[src/source/ip_tx_params.svh]
`ifndef IP_TX_PARAMS_SVH
`define IP_TX_PARAMS_SVH

// payload bytes one source buffer can hold
// the length field in frame_desc_t is sized from this
`define IP_TX_FIFO_DEPTH 64

// time to live for every outgoing datagram
`define IP_TX_TTL 8'd64

// protocol field values
`define IP_TX_PROTO_ICMP 8'd1
`define IP_TX_PROTO_TCP  8'd6

// fixed header size, no options
`define IP_TX_HDR_LEN 20

`endif

[src/source/ip_tx_pkg.sv]
`include "ip_tx_params.svh"

package ip_tx_pkg;

	// width of a payload length, 0 up to the full buffer
	localparam int LEN_W = $clog2(`IP_TX_FIFO_DEPTH + 1);

	typedef logic [31:0] ipv4_addr_t;

	// one byte on a source input or on the output stream
	typedef struct packed {
		logic       v;    // single-cycle strobe
		logic       last; // final byte of the frame
		logic [7:0] d;
	} byte_strb_t;

	// top level output, byte plus start of frame
	typedef struct packed {
		byte_strb_t strb;
		logic       sof;
	} out_byte_t;

	// one buffered frame waiting for transmission
	typedef struct packed {
		ipv4_addr_t       dst;
		logic [7:0]       proto;
		logic [LEN_W-1:0] len;   // payload bytes, never 0 when pending
	} frame_desc_t;

	// source index, also the bit position in pending/pop/done vectors
	typedef enum logic {
		SRC_ICMP = 1'b0,
		SRC_TCP  = 1'b1
	} tx_src_t;

	typedef enum logic [1:0] {
		ARB_IDLE    = 2'd0,
		ARB_HDR     = 2'd1, // 20 header bytes
		ARB_PAYLOAD = 2'd2,
		ARB_GAP     = 2'd3  // one idle cycle between frames
	} arb_state_t;

endpackage

[src/source/payload_fifo.sv]
`timescale 1ns/1ps
`include "ip_tx_params.svh"

module payload_fifo (
	input  logic                   clk,
	input  logic                   rst_n,
	input  ip_tx_pkg::byte_strb_t  in,
	input  ip_tx_pkg::ipv4_addr_t  dst,
	input  logic [7:0]             proto,
	input  logic                   pop,
	output logic [7:0]             dout,
	output logic                   pending,
	output ip_tx_pkg::frame_desc_t desc,
	output logic                   overflow
);
	import ip_tx_pkg::*;

	localparam int AW = $clog2(`IP_TX_FIFO_DEPTH);

	logic [7:0]       mem [`IP_TX_FIFO_DEPTH];
	logic [LEN_W-1:0] wr_cnt; // bytes written for the frame being built
	logic [LEN_W-1:0] rd_cnt; // bytes already popped
	logic             full;
	logic             push_ok;
	logic             push_drop;
	logic             close;
	logic             last_pop;

	assign full = (wr_cnt == LEN_W'(`IP_TX_FIFO_DEPTH));

	// a finished frame blocks further writes until it is sent
	assign push_ok   = in.v && !pending && !full;
	assign push_drop = in.v && (pending || full);

	// last closes the frame even if its own byte was dropped
	assign close = in.v && in.last && !pending && (push_ok || wr_cnt != '0);

	assign last_pop = pop && (rd_cnt == desc.len - 1'b1);

	always_ff @(posedge clk) begin
		if (push_ok)
			mem[wr_cnt[AW-1:0]] <= in.d;
	end

	// byte is on dout the cycle after its pop
	always_ff @(posedge clk) begin
		if (pop)
			dout <= mem[rd_cnt[AW-1:0]];
	end

	always_ff @(posedge clk) begin
		if (close) begin
			desc.dst   <= dst;
			desc.proto <= proto;
			desc.len   <= push_ok ? wr_cnt + 1'b1 : wr_cnt;
		end
	end

	always_ff @(posedge clk or negedge rst_n) begin
		if (!rst_n) begin
			wr_cnt   <= '0;
			rd_cnt   <= '0;
			pending  <= 1'b0;
			overflow <= 1'b0;
		end else begin
			if (last_pop) begin // frame fully read, rewind
				wr_cnt  <= '0;
				rd_cnt  <= '0;
				pending <= 1'b0;
			end else begin
				if (push_ok)
					wr_cnt <= wr_cnt + 1'b1;
				if (pop)
					rd_cnt <= rd_cnt + 1'b1;
				if (close)
					pending <= 1'b1;
			end
			if (push_drop)
				overflow <= 1'b1; // sticky until reset
		end
	end

	// the arbiter may only read a buffer holding a complete frame
	pop_needs_frame: assert property (@(posedge clk) disable iff (!rst_n)
		pop |-> pending);

endmodule

[src/source/tx_arbiter.sv]
`timescale 1ns/1ps

module tx_arbiter (
	input  logic                   clk,
	input  logic                   rst_n,
	input  logic [1:0]             pending,
	input  ip_tx_pkg::frame_desc_t desc_icmp,
	input  ip_tx_pkg::frame_desc_t desc_tcp,
	input  logic                   hdr_end,
	input  logic                   frame_end,
	output logic [1:0]             pop,
	output logic                   cnt_start,
	output logic                   cnt_step,
	output ip_tx_pkg::frame_desc_t sel_desc,
	output logic [15:0]            pkt_id,
	output ip_tx_pkg::arb_state_t  tx_state,
	output logic [1:0]             done
);
	import ip_tx_pkg::*;

	arb_state_t state;
	arb_state_t state_nxt;
	tx_src_t    last_src; // source being served, or last one served
	tx_src_t    pick;
	logic       grant;
	logic       pop_en;

	// new frame can be taken from idle or straight out of the gap cycle
	assign grant = (state == ARB_IDLE || state == ARB_GAP) && (pending != 2'b00);

	always_comb begin
		if (pending == 2'b11)
			pick = (last_src == SRC_ICMP) ? SRC_TCP : SRC_ICMP; // round robin
		else if (pending[1])
			pick = SRC_TCP;
		else
			pick = SRC_ICMP;
	end

	always_comb begin
		state_nxt = state;
		case (state)
			ARB_IDLE,
			ARB_GAP:     state_nxt = grant ? ARB_HDR : ARB_IDLE;
			ARB_HDR:     if (hdr_end) state_nxt = ARB_PAYLOAD;
			ARB_PAYLOAD: if (frame_end) state_nxt = ARB_GAP;
			default:     state_nxt = ARB_IDLE;
		endcase
	end

	// pop runs one cycle ahead of the byte it feeds
	assign pop_en = (state == ARB_HDR && hdr_end) || (state == ARB_PAYLOAD && !frame_end);
	assign pop    = !pop_en ? 2'b00 : (last_src == SRC_TCP) ? 2'b10 : 2'b01;

	assign cnt_start = grant;
	assign cnt_step  = (state == ARB_HDR) || (state == ARB_PAYLOAD && !frame_end);
	assign tx_state  = state;

	always_ff @(posedge clk or negedge rst_n) begin
		if (!rst_n) begin
			state    <= ARB_IDLE;
			last_src <= SRC_TCP; // so ICMP wins the first tie
			sel_desc <= '0;
			pkt_id   <= '0;
			done     <= '0;
		end else begin
			state <= state_nxt;
			done  <= '0;
			if (grant) begin
				last_src <= pick;
				sel_desc <= (pick == SRC_TCP) ? desc_tcp : desc_icmp;
			end
			// registered, lines up with the registered last byte on tx
			if (state == ARB_PAYLOAD && frame_end) begin
				pkt_id <= pkt_id + 16'd1;
				done   <= (last_src == SRC_TCP) ? 2'b10 : 2'b01;
			end
		end
	end

	// only one buffer read at a time, and only one holding a frame
	pop_onehot: assert property (@(posedge clk) disable iff (!rst_n)
		$onehot0(pop) && (pop == 2'b00 || (pop & pending) != 2'b00));

endmodule

[src/source/frame_counter.sv]
`timescale 1ns/1ps
`include "ip_tx_params.svh"

module frame_counter (
	input  logic       clk,
	input  logic       rst_n,
	input  logic       start,
	input  logic       step,
	input  logic [6:0] payload_len,
	output logic [6:0] pos,
	output logic       hdr_end,
	output logic       frame_end
);

	logic [6:0] last_pos; // index of the final frame byte

	assign last_pos = 7'(`IP_TX_HDR_LEN - 1) + payload_len;

	assign hdr_end   = (pos == 7'(`IP_TX_HDR_LEN - 1));
	assign frame_end = (pos == last_pos);

	always_ff @(posedge clk or negedge rst_n) begin
		if (!rst_n)
			pos <= '0;
		else if (start)
			pos <= '0;
		else if (step)
			pos <= pos + 7'd1;
	end

	// arbiter must stop stepping once the last byte is reached
	pos_in_frame: assert property (@(posedge clk) disable iff (!rst_n)
		pos <= last_pos);

endmodule

[src/source/ipv4_hdr_gen.sv]
`timescale 1ns/1ps
`include "ip_tx_params.svh"

module ipv4_hdr_gen (
	input  ip_tx_pkg::frame_desc_t desc,
	input  ip_tx_pkg::ipv4_addr_t  src_ip,
	input  logic [15:0]            pkt_id,
	input  logic [6:0]             pos,
	output logic [7:0]             hdr_byte
);

	logic [0:9][15:0]                words; // header words, checksum slot zero
	logic [0:`IP_TX_HDR_LEN-1][7:0] hdr;   // bytes in network order
	logic [19:0]                     sum;
	logic [16:0]                     fold;
	logic [15:0]                     csum;

	always_comb begin
		words[0] = 16'h4500;                                 // version 4, ihl 5, tos 0
		words[1] = 16'(`IP_TX_HDR_LEN) + 16'(desc.len);     // total length
		words[2] = pkt_id;
		words[3] = 16'h4000;                                 // DF set, offset 0
		words[4] = {`IP_TX_TTL, desc.proto};
		words[5] = 16'h0000;
		words[6] = src_ip[31:16];
		words[7] = src_ip[15:0];
		words[8] = desc.dst[31:16];
		words[9] = desc.dst[15:0];
	end

	// ones' complement sum, 20 bits hold ten words without loss
	always_comb begin
		sum = '0;
		for (int i = 0; i < 10; i++)
			sum = sum + 20'(words[i]);
		// two folds are enough, the second cannot carry again
		fold = 17'(sum[15:0]) + 17'(sum[19:16]);
		csum = ~(fold[15:0] + 16'(fold[16]));
	end

	assign hdr = {
		words[0],
		words[1],
		words[2],
		words[3],
		words[4],
		csum,
		words[6],
		words[7],
		words[8],
		words[9]
	};

	always_comb begin
		if (pos < 7'(`IP_TX_HDR_LEN))
			hdr_byte = hdr[pos[4:0]];
		else
			hdr_byte = 8'h00; // past the header, not used by the mux
	end

endmodule

[src/source/ip_tx_top.sv]
`timescale 1ns/1ps
`include "ip_tx_params.svh"

module ip_tx_top (
	input  logic                  clk,
	input  logic                  rst_n,
	input  ip_tx_pkg::byte_strb_t icmp_in,
	input  ip_tx_pkg::byte_strb_t tcp_in,
	input  ip_tx_pkg::ipv4_addr_t icmp_dst,
	input  ip_tx_pkg::ipv4_addr_t tcp_dst,
	input  ip_tx_pkg::ipv4_addr_t dev_ip,
	output ip_tx_pkg::out_byte_t  tx,
	output logic                  icmp_done,
	output logic                  tcp_done,
	output logic [1:0]            overflow
);
	import ip_tx_pkg::*;

	frame_desc_t desc_icmp;
	frame_desc_t desc_tcp;
	frame_desc_t sel_desc;
	logic [7:0]  dout_icmp;
	logic [7:0]  dout_tcp;
	logic [7:0]  hdr_byte;
	logic [1:0]  pending;
	logic [1:0]  pop;
	logic        pop_q;     // current dout byte came from the tcp buffer
	logic [1:0]  done;
	logic        cnt_start;
	logic        cnt_step;
	logic        hdr_end;
	logic        frame_end;
	logic [6:0]  pos;
	logic [15:0] pkt_id;
	arb_state_t  tx_state;

	payload_fifo icmp_fifo_inst (
		.clk      (clk),
		.rst_n    (rst_n),
		.in       (icmp_in),
		.dst      (icmp_dst),
		.proto    (`IP_TX_PROTO_ICMP),
		.pop      (pop[0]),
		.dout     (dout_icmp),
		.pending  (pending[0]),
		.desc     (desc_icmp),
		.overflow (overflow[0])
	);

	payload_fifo tcp_fifo_inst (
		.clk      (clk),
		.rst_n    (rst_n),
		.in       (tcp_in),
		.dst      (tcp_dst),
		.proto    (`IP_TX_PROTO_TCP),
		.pop      (pop[1]),
		.dout     (dout_tcp),
		.pending  (pending[1]),
		.desc     (desc_tcp),
		.overflow (overflow[1])
	);

	tx_arbiter arbiter_inst (
		.clk       (clk),
		.rst_n     (rst_n),
		.pending   (pending),
		.desc_icmp (desc_icmp),
		.desc_tcp  (desc_tcp),
		.hdr_end   (hdr_end),
		.frame_end (frame_end),
		.pop       (pop),
		.cnt_start (cnt_start),
		.cnt_step  (cnt_step),
		.sel_desc  (sel_desc),
		.pkt_id    (pkt_id),
		.tx_state  (tx_state),
		.done      (done)
	);

	frame_counter counter_inst (
		.clk         (clk),
		.rst_n       (rst_n),
		.start       (cnt_start),
		.step        (cnt_step),
		.payload_len (sel_desc.len),
		.pos         (pos),
		.hdr_end     (hdr_end),
		.frame_end   (frame_end)
	);

	ipv4_hdr_gen hdr_gen_inst (
		.desc     (sel_desc),
		.src_ip   (dev_ip),
		.pkt_id   (pkt_id),
		.pos      (pos),
		.hdr_byte (hdr_byte)
	);

	assign icmp_done = done[0];
	assign tcp_done  = done[1];

	// output register, one cycle behind the arbiter state
	always_ff @(posedge clk or negedge rst_n) begin
		if (!rst_n) begin
			tx    <= '0;
			pop_q <= '0;
		end else begin
			pop_q <= pop[1];
			tx    <= '0;
			case (tx_state)
				ARB_HDR: begin
					tx.strb.v <= 1'b1;
					tx.strb.d <= hdr_byte;
					tx.sof    <= (pos == 7'd0);
				end
				ARB_PAYLOAD: begin
					tx.strb.v    <= 1'b1;
					tx.strb.d    <= pop_q ? dout_tcp : dout_icmp;
					tx.strb.last <= frame_end;
				end
				default: ; // idle and gap leave tx low
			endcase
		end
	end

endmodule

[config.mk]
export PLATFORM = sky130hd
export DESIGN_NAME = ip_tx_top
export DESIGN_NICKNAME = d
export VERILOG_FILES = /design/src/source/ip_tx_pkg.sv /design/src/source/payload_fifo.sv /design/src/source/tx_arbiter.sv /design/src/source/frame_counter.sv /design/src/source/ipv4_hdr_gen.sv /design/src/source/ip_tx_top.sv
export VERILOG_INCLUDE_DIRS = /design/src /design/src/source
export SDC_FILE = /design/constraint.sdc
export NUM_CORES = 1
export LEC_CHECK = 0
export BUFFER_PORTS_ARGS = -buffer_cell sky130_fd_sc_hd__clkbuf_2
export CORE_MARGIN = 2
export CORE_UTILIZATION = 25
export CTS_CLUSTER_SIZE = 30
export DETAILED_ROUTE_END_ITERATION = 12
export GPL_ROUTABILITY_DRIVEN = 1
export GPL_TIMING_DRIVEN = 0
export SLEW_MARGIN = 20
export SYNTH_ARGS = -nofsm -noshare
export SYNTH_HDL_FRONTEND = slang
export SYNTH_HIERARCHICAL = 1
export SYNTH_SLANG_ARGS = --single-unit
[constraint.sdc]
create_clock -name clk -period 9.2 [get_ports clk]
set_clock_uncertainty 0.15 [all_clocks]
set_input_delay 0.46 -clock clk [delete_from_list [all_inputs] [get_ports clk]]
set_output_delay 0.46 -clock clk [all_outputs]
set_load 0.01 [all_outputs]
==> impl_metrics.ini, run 1 <==
[logic_synthesis]
synth.distinct_cells = 101
ys_seq_elements = 1253
async_reset_ff_share_pct = 9.50
synthTopCellsByArea = edfxtp_1 (63%), mux4_2 (7.7%), dfrtp_1 (5.4%), mux2i_1 (4.2%), fa_1 (2.3%)
synth_area_um2 = 54300
yosys_warnings = 6
post-synth-top-area-cell = edfxtp_1
synthCells = 3326
synth_most_common_cell = edfxtp_1
syn_area_per_cell_um2 = 16.3
seq_area_frac_synth_pct = 68.1
synth_top_area_share_pct = 62.7
synth_edf_count = 1134
synth_flop_cell = edfxtp_1
synthTopCellsByCount = edfxtp_1 (1134), mux2i_1 (230), nor2_1 (212), mux4_2 (185), nand2_1 (181)

[clocking]
cts_buffers = 133
cts_buffer_depth = 3
worstSkewPairLatency_ps = 770
clkSlewWorstSetupHoldPaths_ps = 60
cts_tree = yes
htreeDepth = 4
cts-root-buf = clkbuf_16
clock-sinks = 1253

[sta]
hold_viol = 0
relSlewSlack_pct = 27.3
finalMaxSlewViolations = 0
period_share_pct = 96.8
fmax_mhz = 112
hold_ws_ps = 35.5
period_needed_ps = 8910
finalSetupViolations = 0
worstMarginPinSlew_ps = 1090

[detailed_routing]
first_pass_iters = 5
antenna_left = 0
wirelength_um = 150000
routedWlPerCell_um = 22.5
drt-initial-drc-count = 3841
drc = 0
vias_per_cell = 4.73
vias = 31500

[worst_setup_path]
r2r_cells = 36
timing.rr.start = arbiter_inst/sel_desc[37]
arrival_ps = 9420
criticalPathCategory = reg2reg
r2r_slack_ps = 290
path_max_fanout = 7
r2r-end = tx[5]
end_kind = register
critPathLaunch = arbiter_inst/sel_desc[37]
critical_path_required_ps = 9710
critPathSlowestCell = fa_1
worstSetupEndpoint = tx[5]
cp_slowest_stage_delay_ps = 560
crit_path_start_kind = register

[grt]
grtUsageTotal_pct = 13.2
grt_pass1_vias = 31700
grt_pass1_wl_um = 218000
antenna_found_initial = 8
grt_max_degree = 88
grt.overflow.total = 0

[hold_path]
hold_path.class = in2async

[die]
start_util_pct = 25.1
core-area_um2 = 217000
rows = 171
die_area_um2 = 221000
die_h_um = 470
die_w_um = 470
ios = 133

[finish]
areaGrowthSynthToFinish_pct = 17.9
design_area_um2 = 64100
drive_above_1_share_pct = 19.0
nets = 3939

[place]
placed_area_um2 = 58800
place.gp.congestion = 0.915
portBuffers = 132
place_hpwl_um = 103000

[run]
max_cap_viol_count = 0

[run_status]
outcome = finished, final reports clean
[how the worst min path moves through the flow]
| stage | slack (ps) | cells past startpoint | start | to |
|---|---|---|---|---|
| 6_report | 40 | 2 | rst_n | icmp_fifo_inst/overflow |
| 5_1_grt | 30 | 2 | rst_n | icmp_fifo_inst/overflow |
| 4_1_cts | 9 | 2 | rst_n | icmp_fifo_inst/overflow |
| 3_5_place_dp | 240 | 1 | rst_n | icmp_fifo_inst/overflow |
| 3_3_place_gp | 300 | 1 | tcp_fifo_inst/overflow | tcp_fifo_inst/overflow |
| 2_1_floorplan | 10 | 0 | rst_n | arbiter_inst/done[0] |
[placed cells by master, fill, tap and decap left out, types with 41 or more instances in the layout]
cell              n
mux4_2          185
nor2_1          207
dfrtp_1         110
clkbuf_16       134
xnor2_1          47
clkbuf_2        115
buf_2            46
clkbuf_1        100
xor2_1           41
edfxtp_1       1134
a21oi_1          94
nand3_1          46
o21ai_1          41
o21ai_0          81
dlygate4sd3_1    73
ha_1             51
inv_1           164
nand2_1         180
fa_1             61
mux2i_1         230
[sequential cells by signal, summed over array words and instances, names as in the netlist, 7 cells and up]
signal and count:
icmp_fifo_inst/wr_cnt 7, icmp_fifo_inst/desc 47, arbiter_inst/pkt_id 16, tcp_fifo_inst/dout 8, icmp_fifo_inst/mem 512, counter_inst/pos 7
icmp_fifo_inst/dout 8, tcp_fifo_inst/mem 512, tcp_fifo_inst/rd_cnt 7, tcp_fifo_inst/wr_cnt 7, tcp_fifo_inst/desc 47, icmp_fifo_inst/rd_cnt 7
arbiter_inst/sel_desc 47, tx 11
[logic make-up after synthesis]
logic type,Yosys count,share of synthesized area (%)
flops,1253,68.1
simple gates,616,5.39
compound gates,485,6.11
mux,433,12.3
buf+inv,324,2.88
fa+ha+maj,121,3.66
xor+xnor,92,1.53
other cells,2,0.0138
[area by class of cell]
type	instances	area, um2
diodes	3	7.51
plain buffers	160	951
clock buffers	179	3560
clock inverters	60	699
fillers	21400	152000
inverters	164	616
multi-input cells	1763	16000
flip-flops and latches	1253	37000
well taps	2854	3570
repair buffers	225	1660
[layer usage]
metal  track usage [%]  up-vias  part of all wire [%]
li1                  -    13600                     -
met1              17.7    16400                    42
met2              21.6     1288                    48
met3              2.65      234                   7.7
met4              3.94        4                   2.5
met5                 0        -                 0.018
[critical path, delay by kind of cell, from the launching register on]
family / cells / cell delay [ps]
AO/OA/AOI/OAI: 11 / 2250
buffers and inverters: 4 / 310
AND/OR/NAND/NOR: 12 / 2290
flip-flops: 1 / 450
XOR/XNOR: 1 / 190
adder cells (fa/ha/maj): 8 / 3100
[per-stage QoR]
step	setup slack [ps]	setup TNS (ps)	cells	util [%]
final	290	0	6661	29.6
after global routing	-23.3	-23.3	6659	29.6
after detailed placement	-617	-2310	6331	27.2
after CTS	12.2	0	6645	29.5
after global placement	-577	-2180	6326	27.1
after floorplan	1010	0	3340	-
[repair_timing]
item | CTS | global route
buffers inserted | 2 | 13
hold buffers | 73 | 0
setup endpoints to repair | 8 | 8
hold endpoints to repair | 208 | 0
resized for setup | 16 | 26
pin swaps | 3 | 11
Power of run 1 is left out: the tool's default activity adds up to more than one toggle a clock period on the data nets, which glitch-free logic cannot reach.
==> inputs of run 2 (changes only) <==
==> constraint.sdc (replaced) <==
create_clock -name clk -period 9.2 [get_ports clk]
set_clock_uncertainty 0.15 [all_clocks]
set_input_delay 0.92 -clock clk [delete_from_list [all_inputs] [get_ports clk]]
set_output_delay 0.92 -clock clk [all_outputs]
set_load 0.01 [all_outputs]
==> impl_metrics.ini, run 2 (synthesis gave the netlist of run 1 again) <==
[grt]
grt_use_met2_pct = 21.5
grt.overflow.total = 0
grt_max_degree = 88
grt.met1_usage_pct = 17.6
grt_use_met3_pct = 2.64
grtUsageTotal_pct = 13.1
grt_pass1_vias = 31300
antenna_found_initial = 10
grt_pass1_wl_um = 216000
grt_busiest_layer = met2

[worst_setup_path]
r2r_cells = 34
criticalPathCategory = reg2reg
timing.rr.start = arbiter_inst/sel_desc[37]
crit_path_start_kind = register
cp_num_buf_inv = 4
arrival_ps = 9470
end_kind = register
r2r-end = tx[6]
critPathLaunch = arbiter_inst/sel_desc[37]
cp_slowest_stage_delay_ps = 760
critPathSlowestCell = a211oi_1
path_max_fanout = 7
critical_path_required_ps = 9750
r2r_slack_ps = 280
worst_path_dominant_cell_family = adder cells

[die]
start_util_pct = 25.1
die_w_um = 470
ios = 133
die_area_um2 = 221000
core-area_um2 = 217000
die_h_um = 470
rows = 171

[sta]
period_needed_ps = 8920
finalSetupViolations = 0
relSlewSlack_pct = 27.5
finalMaxSlewViolations = 0
hold_viol = 0
fin_ws_ps = 279
period_share_pct = 97.0
worstMarginPinSlew_ps = 1080
fmax_mhz = 112

[clocking]
cts_tree = yes
htreeDepth = 4
cts_buffers = 133
clock-sinks = 1253
cts-root-buf = clkbuf_16
clkSlewWorstSetupHoldPaths_ps = 60
worstSkewPairLatency_ps = 770
cts_buffer_depth = 3

[place]
place_hpwl_um = 103000
dp_worst_setup_slack_ps = -1020
place.gp.congestion = 0.915
portBuffers = 132

[finish]
drive_above_1_share_pct = 19.4
areaGrowthSynthToFinish_pct = 16.6
layout_commonest_cell = edfxtp_1
fin_util_pct = 29.3
nets = 3867
layout_common_cells = edfxtp_1 (1134), mux2i_1 (230), nor2_1 (207), mux4_2 (185), nand2_1 (180)

[hold_path]
hold_path_depth = 1
hold_end = tcp_fifo_inst/desc[28]
hold_path.class = in2reg
hold_path_startpoint = tcp_dst[13]

[detailed_routing]
wirelength_um = 149000
routedWlPerCell_um = 22.6
first_pass_iters = 5
vias = 31200
drt-initial-drc-count = 3720
vias_per_cell = 4.74
antenna_left = 0
drc = 0

[run]
max_cap_viol_count = 0

[run_status]
outcome = finished, final reports clean
==> run 2: final cells by class <==
type / count / area, um2
fill: 21500 / 153000
sequential: 1253 / 37000
multi-input combinational: 1763 / 16000
tap: 2854 / 3570
clock buffer: 179 / 3560
buffer: 160 / 951
timing repair buffer: 153 / 938
clock inverter: 60 / 699
inverter: 164 / 616
antenna: 3 / 7.51
==> run 2: per-layer routing <==
layer,up-vias,share of wire [%]
met4,4,2.4
met3,220,7.7
met5,-,0.018
met1,16200,42
li1,13500,-
met2,1292,48
==> run 2: through the flow <==
| step | TNS (ps) | hold WS, ps | instance area, um2 | cells |
|---|---|---|---|---|
| after floorplan | 0 | 300 | 54400 | 3340 |
| after global placement | -5310 | 305 | 58600 | 6326 |
| after detailed placement | -5460 | 311 | 58800 | 6331 |
| after CTS | 0 | 96.6 | 63100 | 6573 |
| after global routing | -23.3 | 113 | 63400 | 6587 |
| final | 0 | 160 | 63400 | 6589 |
==> run 2: repair_timing <==
| item | 4_1_cts | 5_1_grt |
|---|---|---|
| setup buffers | 2 | 13 |
| hold buffers | 1 | 0 |
| setup endpoints to repair | 8 | 8 |
| pin swaps | 3 | 11 |
| endpoints found under the hold margin | 32 | 0 |
| resized for setup | 16 | 26 |
| gates cloned | 0 | 0 |
==> run 2: worst max path at each step <==
stage             to  slack [ps]  depth (start not counted)
4_1_cts        tx[1]          10                         39
5_1_grt        tx[1]         -20                         39
2_1_floorplan  tx[1]         650                         38
6_report       tx[6]         280                         34
3_3_place_gp   tx[1]        -980                         39
3_5_place_dp   tx[1]       -1020                         39
Power of run 2 is left out for the same reason.
